**src/verilog/ntm_num_pkg.sv**
```systemverilog
package ntm_num_pkg;

  ////////////////////////////////////////
  // Fixed point format
  ////////////////////////////////////////

  // Q2.14 data word used for m, w, e, keep and the result
  typedef logic signed [15:0] fix_t;

  // Full 16x16 product, before rounding back to Q2.14
  typedef logic signed [31:0] prod_t;

  ////////////////////////////////////////
  // Constants
  ////////////////////////////////////////

  // Fraction bits of fix_t
  localparam int FIX_FRAC = 14;

  // 1.0 in Q2.14
  localparam fix_t FIX_ONE = fix_t'(16384);

  // Half an LSB of the result, added before the arithmetic shift
  localparam prod_t FIX_HALF_LSB = prod_t'(8192);

endpackage

```
**src/verilog/ntm_erase_pkg.sv**
```systemverilog
package ntm_erase_pkg;

  ////////////////////////////////////////
  // Sizes and indices
  ////////////////////////////////////////

  // Largest row width W, also depth of the erase vector bank
  localparam int MAX_W = 8;

  // Column index k, 0 to MAX_W-1
  typedef logic [2:0] col_idx_t;

  // Row width, legal 1 to MAX_W
  typedef logic [3:0] width_t;

  // Row count N, legal 1 to 255
  typedef logic [7:0] row_cnt_t;

  // Sequencer FSM
  typedef enum logic [1:0] {
    IDLE,
    LOAD_ERASE,
    ERASE_ROWS
  } seq_state_t;

  ////////////////////////////////////////
  // Pipeline beats
  ////////////////////////////////////////

  // Accepted memory element, w already held for the row
  typedef struct packed {
    ntm_num_pkg::fix_t m;
    ntm_num_pkg::fix_t w;
    col_idx_t          k;
    logic              row_end;
    logic              last;
  } seq_beat_t;

  // Beat with e(k) looked up
  typedef struct packed {
    ntm_num_pkg::fix_t m;
    ntm_num_pkg::fix_t w;
    ntm_num_pkg::fix_t e_k;
    logic              row_end;
    logic              last;
  } erase_beat_t;

  // Beat with the clamped complement 1 - w*e(k)
  typedef struct packed {
    ntm_num_pkg::fix_t m;
    ntm_num_pkg::fix_t keep;
    logic              row_end;
    logic              last;
  } scale_beat_t;

  // Erased memory element
  typedef struct packed {
    ntm_num_pkg::fix_t m;
    logic              row_end;
    logic              last;
  } out_beat_t;

endpackage

```
**src/verilog/erase_sequencer.sv**
```systemverilog
`timescale 1ns/1ps

module erase_sequencer (
  input  logic                     CLK,
  input  logic                     RST,
  input  logic                     start,
  input  ntm_erase_pkg::row_cnt_t  size_n,
  input  ntm_erase_pkg::width_t    size_w,
  input  logic                     e_in_enable,
  input  logic                     m_in_enable,
  input  ntm_num_pkg::fix_t        m_in,
  input  ntm_num_pkg::fix_t        w_in,
  input  logic                     out_valid,
  input  logic                     out_last,
  output logic                     e_wr_enable,
  output ntm_erase_pkg::col_idx_t  e_wr_index,
  output logic                     busy,
  output logic                     ready,
  output logic                     beat_valid,
  output ntm_erase_pkg::seq_beat_t beat
);

  import ntm_num_pkg::*;
  import ntm_erase_pkg::*;

  seq_state_t state;

  // Sizes latched on start
  row_cnt_t   size_n_q;
  width_t     size_w_q;

  // Position inside the matrix
  col_idx_t   col;
  row_cnt_t   row;

  // Row weight, sampled on k == 0
  fix_t       w_hold;

  // Last beats accepted but not yet out of the scale stage
  logic [1:0] drain_cnt;

  logic       start_ok;
  logic       col_last;
  logic       row_last;
  logic       last_accept;

  ////////////////////////////////////////
  // Decode
  ////////////////////////////////////////

  // Start only counts in IDLE
  assign start_ok    = (state == IDLE) && start;
  assign col_last    = ({1'b0, col} == size_w_q - width_t'(1));
  assign row_last    = (row == size_n_q - row_cnt_t'(1));
  assign last_accept = beat_valid && beat.last;

  // Write port of the erase vector bank
  assign e_wr_enable = (state == LOAD_ERASE) && e_in_enable;
  assign e_wr_index  = col;

  // Memory beat, no added latency
  assign beat_valid  = (state == ERASE_ROWS) && m_in_enable;

  always_comb begin
    beat.m       = m_in;
    // First element of a row brings its own weight
    beat.w       = (col == '0) ? w_in : w_hold;
    beat.k       = col;
    beat.row_end = col_last;
    beat.last    = col_last && row_last;
  end

  ////////////////////////////////////////
  // FSM and counters
  ////////////////////////////////////////

  always_ff @(posedge CLK or posedge RST) begin
    if (RST) begin
      state    <= IDLE;
      size_n_q <= '0;
      size_w_q <= '0;
      col      <= '0;
      row      <= '0;
    end else begin
      case (state)
        IDLE: begin
          if (start) begin
            size_n_q <= size_n;
            size_w_q <= size_w;
            col      <= '0;
            row      <= '0;
            state    <= LOAD_ERASE;
          end
        end
        LOAD_ERASE: begin
          // One e(k) per strobe
          if (e_in_enable) begin
            if (col_last) begin
              col   <= '0;
              state <= ERASE_ROWS;
            end else begin
              col <= col + col_idx_t'(1);
            end
          end
        end
        ERASE_ROWS: begin
          if (m_in_enable) begin
            if (col_last) begin
              col <= '0;
              if (row_last) begin
                row   <= '0;
                state <= IDLE;
              end else begin
                row <= row + row_cnt_t'(1);
              end
            end else begin
              col <= col + col_idx_t'(1);
            end
          end
        end
        default: state <= IDLE;
      endcase
    end
  end

  always_ff @(posedge CLK) begin
    if (beat_valid && (col == '0)) begin
      w_hold <= w_in;
    end
  end

  ////////////////////////////////////////
  // Busy and ready
  ////////////////////////////////////////

  // Final beat leaving the scale stage
  assign ready = out_valid && out_last;

  always_ff @(posedge CLK or posedge RST) begin
    if (RST) begin
      drain_cnt <= '0;
    end else begin
      drain_cnt <= drain_cnt + {1'b0, last_accept} - {1'b0, ready};
    end
  end

  // Covers the drain after the FSM is back in IDLE
  assign busy = (state != IDLE) || (drain_cnt != '0);

  // Zero or oversized width would never leave LOAD_ERASE cleanly
  a_start_width : assert property (@(posedge CLK) disable iff (RST)
    start_ok |-> (size_w != '0) && (size_w <= width_t'(MAX_W)));

  // k stays below the latched width, hence below MAX_W
  a_col_range : assert property (@(posedge CLK) disable iff (RST)
    (state != IDLE) |-> ({1'b0, col} < size_w_q));

  // A last beat out of the pipe was accepted here earlier
  a_ready_owned : assert property (@(posedge CLK) disable iff (RST)
    ready |-> (drain_cnt != '0));

endmodule

```
**src/verilog/erase_vector_store.sv**
```systemverilog
`timescale 1ns/1ps

module erase_vector_store (
  input  logic                       CLK,
  input  logic                       RST,
  input  logic                       e_wr_enable,
  input  ntm_erase_pkg::col_idx_t    e_wr_index,
  input  ntm_num_pkg::fix_t          e_in,
  input  logic                       beat_valid,
  input  ntm_erase_pkg::seq_beat_t   beat,
  output logic                       erase_valid,
  output ntm_erase_pkg::erase_beat_t erase_beat
);

  import ntm_num_pkg::*;
  import ntm_erase_pkg::*;

  // Erase vector e, one word per column
  fix_t e_reg [MAX_W];

  ////////////////////////////////////////
  // Register bank
  ////////////////////////////////////////

  // Loaded only in LOAD_ERASE, so never read in the same cycle
  always_ff @(posedge CLK) begin
    if (e_wr_enable) begin
      e_reg[e_wr_index] <= e_in;
    end
  end

  ////////////////////////////////////////
  // Lookup stage
  ////////////////////////////////////////

  always_ff @(posedge CLK or posedge RST) begin
    if (RST) begin
      erase_valid <= 1'b0;
    end else begin
      erase_valid <= beat_valid;
    end
  end

  // Attach e(k) to the beat
  always_ff @(posedge CLK) begin
    if (beat_valid) begin
      erase_beat.m       <= beat.m;
      erase_beat.w       <= beat.w;
      erase_beat.e_k     <= e_reg[beat.k];
      erase_beat.row_end <= beat.row_end;
      erase_beat.last    <= beat.last;
    end
  end

endmodule

```
**src/verilog/erase_weight_stage.sv**
```systemverilog
`timescale 1ns/1ps

module erase_weight_stage (
  input  logic                       CLK,
  input  logic                       RST,
  input  logic                       erase_valid,
  input  ntm_erase_pkg::erase_beat_t erase_beat,
  output logic                       scale_valid,
  output ntm_erase_pkg::scale_beat_t scale_beat
);

  import ntm_num_pkg::*;
  import ntm_erase_pkg::*;

  fix_t  w_s;
  fix_t  e_s;
  prod_t prod;
  prod_t prod_rnd;
  prod_t comp;
  fix_t  keep_c;
  fix_t  keep_q;

  ////////////////////////////////////////
  // 1 - w*e(k)
  ////////////////////////////////////////

  // Named signed operands so the product sign extends
  assign w_s      = erase_beat.w;
  assign e_s      = erase_beat.e_k;
  assign prod     = w_s * e_s;
  // Round half up, back to Q2.14
  assign prod_rnd = (prod + FIX_HALF_LSB) >>> FIX_FRAC;
  assign comp     = FIX_ONE - prod_rnd;

  // Clamp to [0, 1.0]
  always_comb begin
    if (comp < 0) begin
      keep_c = '0;
    end else if (comp > FIX_ONE) begin
      keep_c = FIX_ONE;
    end else begin
      keep_c = fix_t'(comp);
    end
  end

  always_ff @(posedge CLK or posedge RST) begin
    if (RST) begin
      scale_valid <= 1'b0;
    end else begin
      scale_valid <= erase_valid;
    end
  end

  always_ff @(posedge CLK) begin
    if (erase_valid) begin
      scale_beat.m       <= erase_beat.m;
      scale_beat.keep    <= keep_c;
      scale_beat.row_end <= erase_beat.row_end;
      scale_beat.last    <= erase_beat.last;
    end
  end

  assign keep_q = scale_beat.keep;

  // Every looked-up beat leaves here with keep in [0, 1.0]
  a_keep_range : assert property (@(posedge CLK) disable iff (RST)
    erase_valid |=> scale_valid && (keep_q >= 0) && (keep_q <= FIX_ONE));

endmodule

```
**src/verilog/memory_scale_stage.sv**
```systemverilog
`timescale 1ns/1ps

module memory_scale_stage (
  input  logic                       CLK,
  input  logic                       RST,
  input  logic                       scale_valid,
  input  ntm_erase_pkg::scale_beat_t scale_beat,
  output logic                       out_valid,
  output ntm_erase_pkg::out_beat_t   out_beat
);

  import ntm_num_pkg::*;
  import ntm_erase_pkg::*;

  fix_t  m_s;
  fix_t  keep_s;
  prod_t prod;
  prod_t prod_rnd;

  ////////////////////////////////////////
  // m * keep
  ////////////////////////////////////////

  assign m_s      = scale_beat.m;
  assign keep_s   = scale_beat.keep;
  assign prod     = m_s * keep_s;
  // keep <= 1.0 so the rounded result fits fix_t, no saturation
  assign prod_rnd = (prod + FIX_HALF_LSB) >>> FIX_FRAC;

  always_ff @(posedge CLK or posedge RST) begin
    if (RST) begin
      out_valid <= 1'b0;
    end else begin
      out_valid <= scale_valid;
    end
  end

  // Row flags pass straight through
  always_ff @(posedge CLK) begin
    if (scale_valid) begin
      out_beat.m       <= fix_t'(prod_rnd);
      out_beat.row_end <= scale_beat.row_end;
      out_beat.last    <= scale_beat.last;
    end
  end

endmodule

```
**src/verilog/ntm_erase_top.sv**
```systemverilog
`timescale 1ns/1ps

module ntm_erase_top (
  input  logic                    CLK,
  input  logic                    RST,
  input  logic                    start,
  input  ntm_erase_pkg::row_cnt_t size_n,
  input  ntm_erase_pkg::width_t   size_w,
  input  logic                    e_in_enable,
  input  ntm_num_pkg::fix_t       e_in,
  input  logic                    m_in_enable,
  input  ntm_num_pkg::fix_t       m_in,
  input  ntm_num_pkg::fix_t       w_in,
  output logic                    m_out_enable,
  output ntm_num_pkg::fix_t       m_out,
  output logic                    m_out_row_end,
  output logic                    ready,
  output logic                    busy
);

  import ntm_erase_pkg::*;

  // Erase vector write port
  logic        e_wr_enable;
  col_idx_t    e_wr_index;

  // Pipeline, sequencer -> store -> weight -> scale
  logic        beat_valid;
  seq_beat_t   beat;
  logic        erase_valid;
  erase_beat_t erase_beat;
  logic        scale_valid;
  scale_beat_t scale_beat;
  logic        out_valid;
  out_beat_t   out_beat;

  erase_sequencer u_erase_sequencer (
    .CLK         (CLK),
    .RST         (RST),
    .start       (start),
    .size_n      (size_n),
    .size_w      (size_w),
    .e_in_enable (e_in_enable),
    .m_in_enable (m_in_enable),
    .m_in        (m_in),
    .w_in        (w_in),
    .out_valid   (out_valid),
    .out_last    (out_beat.last),
    .e_wr_enable (e_wr_enable),
    .e_wr_index  (e_wr_index),
    .busy        (busy),
    .ready       (ready),
    .beat_valid  (beat_valid),
    .beat        (beat)
  );

  erase_vector_store u_erase_vector_store (
    .CLK         (CLK),
    .RST         (RST),
    .e_wr_enable (e_wr_enable),
    .e_wr_index  (e_wr_index),
    .e_in        (e_in),
    .beat_valid  (beat_valid),
    .beat        (beat),
    .erase_valid (erase_valid),
    .erase_beat  (erase_beat)
  );

  erase_weight_stage u_erase_weight_stage (
    .CLK         (CLK),
    .RST         (RST),
    .erase_valid (erase_valid),
    .erase_beat  (erase_beat),
    .scale_valid (scale_valid),
    .scale_beat  (scale_beat)
  );

  memory_scale_stage u_memory_scale_stage (
    .CLK         (CLK),
    .RST         (RST),
    .scale_valid (scale_valid),
    .scale_beat  (scale_beat),
    .out_valid   (out_valid),
    .out_beat    (out_beat)
  );

  // Output beat
  assign m_out_enable  = out_valid;
  assign m_out         = out_beat.m;
  // Flag only means something on a valid beat
  assign m_out_row_end = out_valid && out_beat.row_end;

endmodule

```
**config.mk**
```make
export PLATFORM = sky130hd
export DESIGN_NAME = ntm_erase_top
export DESIGN_NICKNAME = d
export VERILOG_FILES = /design/src/verilog/ntm_num_pkg.sv /design/src/verilog/ntm_erase_pkg.sv /design/src/verilog/erase_sequencer.sv /design/src/verilog/erase_vector_store.sv /design/src/verilog/erase_weight_stage.sv /design/src/verilog/memory_scale_stage.sv /design/src/verilog/ntm_erase_top.sv
export SDC_FILE = /design/constraint.sdc
export NUM_CORES = 2
export LEC_CHECK = 0
export ABC_AREA = 0
export BUFFER_PORTS_ARGS = -buffer_cell sky130_fd_sc_hd__clkbuf_2
export CORE_ASPECT_RATIO = 0.6
export CORE_UTILIZATION = 42
export DETAILED_ROUTE_END_ITERATION = 6
export GPL_TIMING_DRIVEN = 0
export PLACE_DENSITY_LB_ADDON = 0.3
export SYNTH_ARGS = -nofsm -noshare
export SYNTH_HDL_FRONTEND = slang
export SYNTH_SLANG_ARGS = --single-unit
export TNS_END_PERCENT = 100
```
**constraint.sdc**
```tcl
create_clock -name CLK -period 7.5 [get_ports CLK]
set_input_delay 1.875 -clock CLK [delete_from_list [all_inputs] [get_ports CLK]]
set_output_delay 1.875 -clock CLK [all_outputs]
set_load 0.1 [all_outputs]
```
* Word-level counts from Yosys, hierarchy flattened *
Memory sizes are Yosys's and may differ from the RTL's. A register that Yosys moved wholly into a read port is not among the register bits.
Index checks and enable logic that the tools add are counted.

storage, ports and cells
  register bits after elaboration = 132
  bits in writable memories = 128
  input bits = 65
  logic and storage cells = 86
  memories = 1

cells by class
  add/sub/neg operators = 9
  multipliers = 2
  magnitude comparators = 2
  equality and inequality tests = 10
  mux-type cells = 21
  reduce and logical (&&, ||, !) cells = 19

memories
  name                        depth  bits a word  read ports  clocked after memory_dff  wr ports  line                      text
  u_erase_vector_store.e_reg  8      16           1           1                         1         erase_vector_store.sv:19  fix_t e_reg [MAX_W];

operators with widths
  cell                      count
  $add A32 B15 Y32 const B  1
  $mul A16 B16 Y32          1
  $mux W8                   4
  $add A30 B15 Y30 const B  1
  $mul A16 B16 Y30          1
  $gt A19 B16 Y1 const B    1
  $lt A19 B1 Y1 const B     1
  $sub A16 B18 Y19 const A  1
  $mux W16                  1
  $pmux W8 S2               1
  $mux W15                  1
  $mux W2                   6
  $mux W3                   4
  $pmux W3 S3               1
  $add A8 B1 Y8 const B     1
  $eq A8 B8 Y1              1
  $reduce_and A4 Y1         2
  $sub A8 B1 Y8 const B     1
  $logic_and A1 B1 Y1       7
  $ne A2 B1 Y1 const B      3
  $ne A2 B2 Y1 const B      3
  $pmux W2 S3               1
  $reduce_and A6 Y1         1
  $reduce_bool A2 Y1        3
  14 further kinds          15

* Logic depth before layout (Yosys ltp) *
  depth after elaboration = 6
  mapped depth = 28
  depth with buffers taken out = 26

* By module *
From an unflattened synthesis, not the netlist that was laid out.

second synthesis, totals
  cells, all modules = 2746
  area, all modules = 30469.2 um2

by module, submodules not included
  module              times used  cells each  area each (um2)
  erase_weight_stage  1           1271        11900.2
  memory_scale_stage  1           995         9529.1
  erase_vector_store  1           250         6503.7
  erase_sequencer     1           229         2529.9
  ntm_erase_top       1           1           6.3

* Worst setup path after synthesis *
OpenSTA, ideal clock, no wires.

  path type = reg-to-reg
  start = reg, netlist name u_erase_vector_store.erase_beat[33]
  end = reg, netlist name u_erase_weight_stage.keep_q[12]
  arrival = 7.016 ns
  setup slack = 0.334 ns
  cell stages (with the launch flop) = 26
  path buffers = 3
  period minus slack after synthesis = 7.166 ns
  path through = edfxtp_1 -> clkbuf_1 -> nand2_1 -> inv_1 -> fa_1 -> fa_1 -> fa_1 -> fa_1 -> fa_1 -> inv_1 -> fa_1 -> inv_1 -> ha_1 -> and3_1 -> clkbuf_1 -> and3_1 -> a31o_1 -> o21a_1 -> a211o_1 -> and4_1 -> a311o_1 -> or3b_1 -> a21oi_1 -> a31oi_2 -> buf_4 -> nor3_2

on the way
  word-level cells in the longest chain between the ends = 5
  elaborated cells on any way between the ends = 6

RTL lines
  element                                                 line                                                text
  $mul A16 B16 Y32 *                                      erase_weight_stage.sv:30                            assign prod = w_s * e_s;
  $add A32 B15 Y32 *                                      erase_weight_stage.sv:32                            assign prod_rnd = (prod + FIX_HALF_LSB) >>> FIX_FRAC;
  $sub A16 B18 Y19 *                                      erase_weight_stage.sv:33                            assign comp = FIX_ONE - prod_rnd;
  $gt A19 B16 Y1 / $lt A19 B1 Y1 (equally long branches)  erase_weight_stage.sv:39, erase_weight_stage.sv:37
  $reduce_or A2 Y1 (no source line)                       n/a

Every way passes the cells marked *; elsewhere a longest branch is shown, timed or not.
A chain may end at the register's enable or synchronous reset.

* Final worst setup path *
  start = reg, netlist name u_erase_vector_store.erase_beat[6]
  end = reg, netlist name u_erase_weight_stage.keep_q[1]

on the way
  word-level cells in the longest chain between the ends = 5
  elaborated cells on any way between the ends = 6

RTL lines
  element                                                 line
  $mul A16 B16 Y32 *                                      erase_weight_stage.sv:30
  $add A32 B15 Y32 *                                      erase_weight_stage.sv:32
  $sub A16 B18 Y19 *                                      erase_weight_stage.sv:33
  $gt A19 B16 Y1 / $lt A19 B1 Y1 (equally long branches)  erase_weight_stage.sv:39, erase_weight_stage.sv:37
  $reduce_or A2 Y1 (no source line)                       n/a

Marks and branches as above.

==> impl_metrics.csv <==
group,metric,value,unit
run_status,outcome,"complete, no violations",
final_layout,seq_area,8140,um^2
critical_path,cp_max_fo,7,
logic_synthesis,synth.area.top_cells,"fa_1 (35%), edfxtp_1 (25%), inv_1 (7.2%), ha_1 (6.9%), and2_1 (4.7%)",
final_layout,largest_register_ffs,128,
drt,initialDrtViolationCount,1593,
die,core,68800,um^2
global_route,grt_pass1_wl,121000,um
logic_synthesis,synth-seq-cells,276,
sta,finalHoldViolCount,0,
logic_synthesis,ys.flop_type,"edfxtp_1",
logic_synthesis,synth_fp_nets,3443,
logic_synthesis,yosysUniqueCellTypes,93,
critical_path,r2r_slack,130,ps
place,post-place-cells,3703,
die,die_width,344,um
place,placed_cell_area,31100,um^2
drt,finalWirelength,77200,um
critical_path,crit_type,"reg2reg",
sta,maxSlewViolCount,0,
cts,cts_sinks,276,
drt,via_count,20000,
sta,tightest_slew,1350,ps
critical_path,rr_startpoint,"u_erase_vector_store.erase_beat[6]$_DFFE_PP_",
die,start_util,42.9,%
global_route,grt_max_degree,33,
pwr,ir_drop,0.000156,V
critical_path,critical_path_buf_inv_count,8,
critical_path,critPathArrivalTime,7800,ps
final_layout,antennaDiodeCount,0,
sta,slew_headroom,9.49,%
drt,dr.pass1.iters,5,
final_layout,multi_input_area,19400,um^2
cts,clk_pin_slew,60,ps
place,dp_hpwl,62200,um
sta,finalSetupViolations,0,
critical_path,reg2reg_depth,27,
pwr,p_leak,14.7,nW
final_layout,finalNonFillerCells,3847,
drt,drtAntennaViolNets,0,
global_route,gr-usage-all-layers,22.4,%
critical_path,worstPathRequired,7930,ps
job,drv_cap,0,
place,routabilityCongestion,0.991,
sta,max_freq,136,MHz
cts,postCtsHoldBufs,0,
critical_path,cp-start-kind,"flop",
final_layout,drive_above_1_share,16.0,%
worst_hold_path,min_path_type,"reg2reg",
logic_synthesis,postSynthCellCount,2705,
pwr,power.density,104,nW/um^2
sta,timing.final.crit_share,98.2,%
die,ios,85,
drt,via_per_inst,5.21,
logic_synthesis,yosysWarnings,0,
logic_synthesis,synth.largest_area_cell,"fa_1",
critical_path,end_kind,"flop",
global_route,grt_pass1_vias,20700,
sta,fin_hold_ws,418,ps
die,rows,74,
logic_synthesis,syn_area,29500,um^2
cts,cts_buffers,28,
logic_synthesis,async_reset_ff_share,10.9,%
cts,clockRootBuffer,"clkbuf_16",
logic_synthesis,synth-seq-area-share,27.6,%
drt,drcViolationCount,0,
critical_path,slowest_stage,"fa_1",
final_layout,fill_cells,6125,
critical_path,crit_end,"u_erase_weight_stage.keep_q[1]$_SDFFCE_PP0P_",
cts,cts_tree,"built",
drt,wire_per_inst,20.1,um
critical_path,critical_path.top_delay_family,"adder cells",
critical_path,max_stage_delay,570,ps
final_layout,syn2layout_area_growth,14.2,%
cts,clkLatencyLatePin,590,ps
die,design.die.area,71400,um^2
critical_path,cpMostUsedCell,"fa_1",
final_layout,design_area,33700,um^2
sta,finClkSkew,13.0,ps
global_route,grt_overflow,0,
cts,htreeDepth,1,
place,numPortBuffers,84,
logic_synthesis,synth_edf_count,246,
sta,tns,0,ps
cts,cts_buffer_depth,3,
die,die_y,207,um
critical_path,r2r-end,"u_erase_weight_stage.keep_q[1]$_SDFFCE_PP0P_",
critical_path,worst-path-stages,27,
logic_synthesis,yosys.area.top_type_share,34.6,%
sta,period_needed,7370,ps
final_layout,nNetsFinal,3656,
logic_synthesis,avgSynthCellArea,10.9,um^2
global_route,antenna_found_initial,3,
critical_path,critPathLaunch,"u_erase_vector_store.erase_beat[6]$_DFFE_PP_",
## worst min-delay path by stage
stage	endpoint	cells after the start	start	slack, ps
4_1_cts	u_erase_weight_stage.scale_beat[28]$_DFFE_PP_	0	u_erase_vector_store.erase_beat[44]$_DFFE_PP_	420
3_5_place_dp	u_erase_weight_stage.scale_beat[24]$_DFFE_PP_	0	u_erase_vector_store.erase_beat[40]$_DFFE_PP_	400
6_report	u_erase_weight_stage.scale_beat[24]$_DFFE_PP_	0	u_erase_vector_store.erase_beat[40]$_DFFE_PP_	420
3_3_place_gp	u_erase_weight_stage.scale_beat[18]$_DFFE_PP_	0	u_erase_vector_store.erase_beat[34]$_DFFE_PP_	400
2_1_floorplan	u_erase_weight_stage.scale_beat[0]$_DFFE_PP_	0	u_erase_vector_store.erase_beat[0]$_DFFE_PP_	400
5_1_grt	u_erase_weight_stage.scale_beat[24]$_DFFE_PP_	0	u_erase_vector_store.erase_beat[40]$_DFFE_PP_	420
## cell families (layout without fill, tap and decap cells)
kind of cell             count (synthesis)  count (layout)  share of synthesized area [%]
flip-flops                             276             276                           27.6
AND/OR/NAND/NOR                        740             740                           12.9
other                                    1               1                         0.0127
multiplexers                            35              35                           1.31
buffers and inverters                  674             904                           8.84
adder cells (fa/ha/maj)                673             673                           41.5
XOR/XNOR                                80              80                           2.40
AO/OA/AOI/OAI                          226             226                           5.47
## routing by layer
layer  track usage [%]  vias to the layer above  share of wire, %
li1                  -                     8929                 -
met1              36.4                    10300                49
met2              29.0                      763                38
met3              7.38                       66                12
met4              2.47                        2               1.1
met5                 0                        -             0.017
## metrics by stage
stage / setup slack (ps) / utilization, % / total power, W
after detailed placement: -1040 / 45.3 / 0.00215
after floorplan: 334 / - / 0.00200
after CTS: 6.27 / 47.4 / 0.00354
after global routing: -59.0 / 49.0 / 0.00363
after global placement: -974 / 45.2 / 0.00214
final: 132 / 49.0 / 0.00351
## worst register-to-register path, cell delays in order (launching register included)
cell and delay (ps):
edfxtp_1 490, buf_6 190, buf_4 140, nand2_1 60, fa_1 440, fa_1 570, inv_2 50, fa_1 500
inv_1 50, fa_1 520, fa_1 440, fa_1 530, inv_2 50, ha_4 310, a21oi_4 80, buf_4 140
o211ai_1 400, nor2_1 100, o211ai_1 110, buf_4 210, a211oi_4 90, nor4_4 340, nand2_2 130, or3_4 350
a2111oi_4 450, a21boi_4 160, buf_4 180, nor3b_1 160
## final cells by class
cell class,instances,area share (%)
Timing Repair Buffer,191,4.17
Tap cell,912,3.38
Sequential cell,276,24.1
Inverter,565,6.29
Clock buffer,34,2.17
Buffer,101,1.88
Multi-Input combinational cell,1755,57.5
Clock inverter,13,0.445
## Yosys cell counts (all sizes together), types with 3 or more instances
cell,number
inv,564
fa,510
nand2,293
edfxtp,246
and2,223
ha,163
clkbuf,87
a22oi,65
nor2,62
xnor2,57
a21oi,42
nor3,39
dfrtp,30
mux2,30
o21ai,30
nand4,24
xor2,23
and3,22
buf,22
nand2b,19
nand3,19
o21a,15
a211oi,8
o211ai,8
a21boi,7
a31oi,7
nor4,6
a21o,5
and4,5
mux2i,5
o2111ai,5
a211o,4
nor2b,4
nor3b,4
o211a,4
or2,4
nand3b,3
o21bai,3
or3,3
## power by group
group / total (W) / switching (W) / internal, W
clock: 0.00139 / 0.000620 / 0.000766
sequential: 0.00178 / 0.0000156 / 0.00176
combinational: 0.000350 / 0.000242 / 0.000107
## cell usage in the layout, fill, tap and decap left out, types with 29 or more instances in the layout
cell | Yosys | layout
inv_1 | 563 | 555
fa_1 | 510 | 503
nand2_1 | 292 | 288
edfxtp_1 | 246 | 246
and2_1 | 223 | 218
ha_1 | 163 | 150
buf_4 | 17 | 107
clkbuf_2 | 0 | 105
a22oi_1 | 65 | 65
nor2_1 | 62 | 60
xnor2_1 | 56 | 50
clkbuf_1 | 87 | 35
clkbuf_16 | 0 | 31
mux2_2 | 30 | 30
dfrtp_1 | 30 | 29
## timing repair
| action | CTS | global route |
|---|---|---|
| pin swaps | 10 | 62 |
| gates resized for setup | 99 | 169 |
| gates cloned | 0 | 3 |
| buffers inserted | 42 | 59 |
| endpoints found under the setup margin | 22 | 17 |
Power figures use the tool's default switching activity.
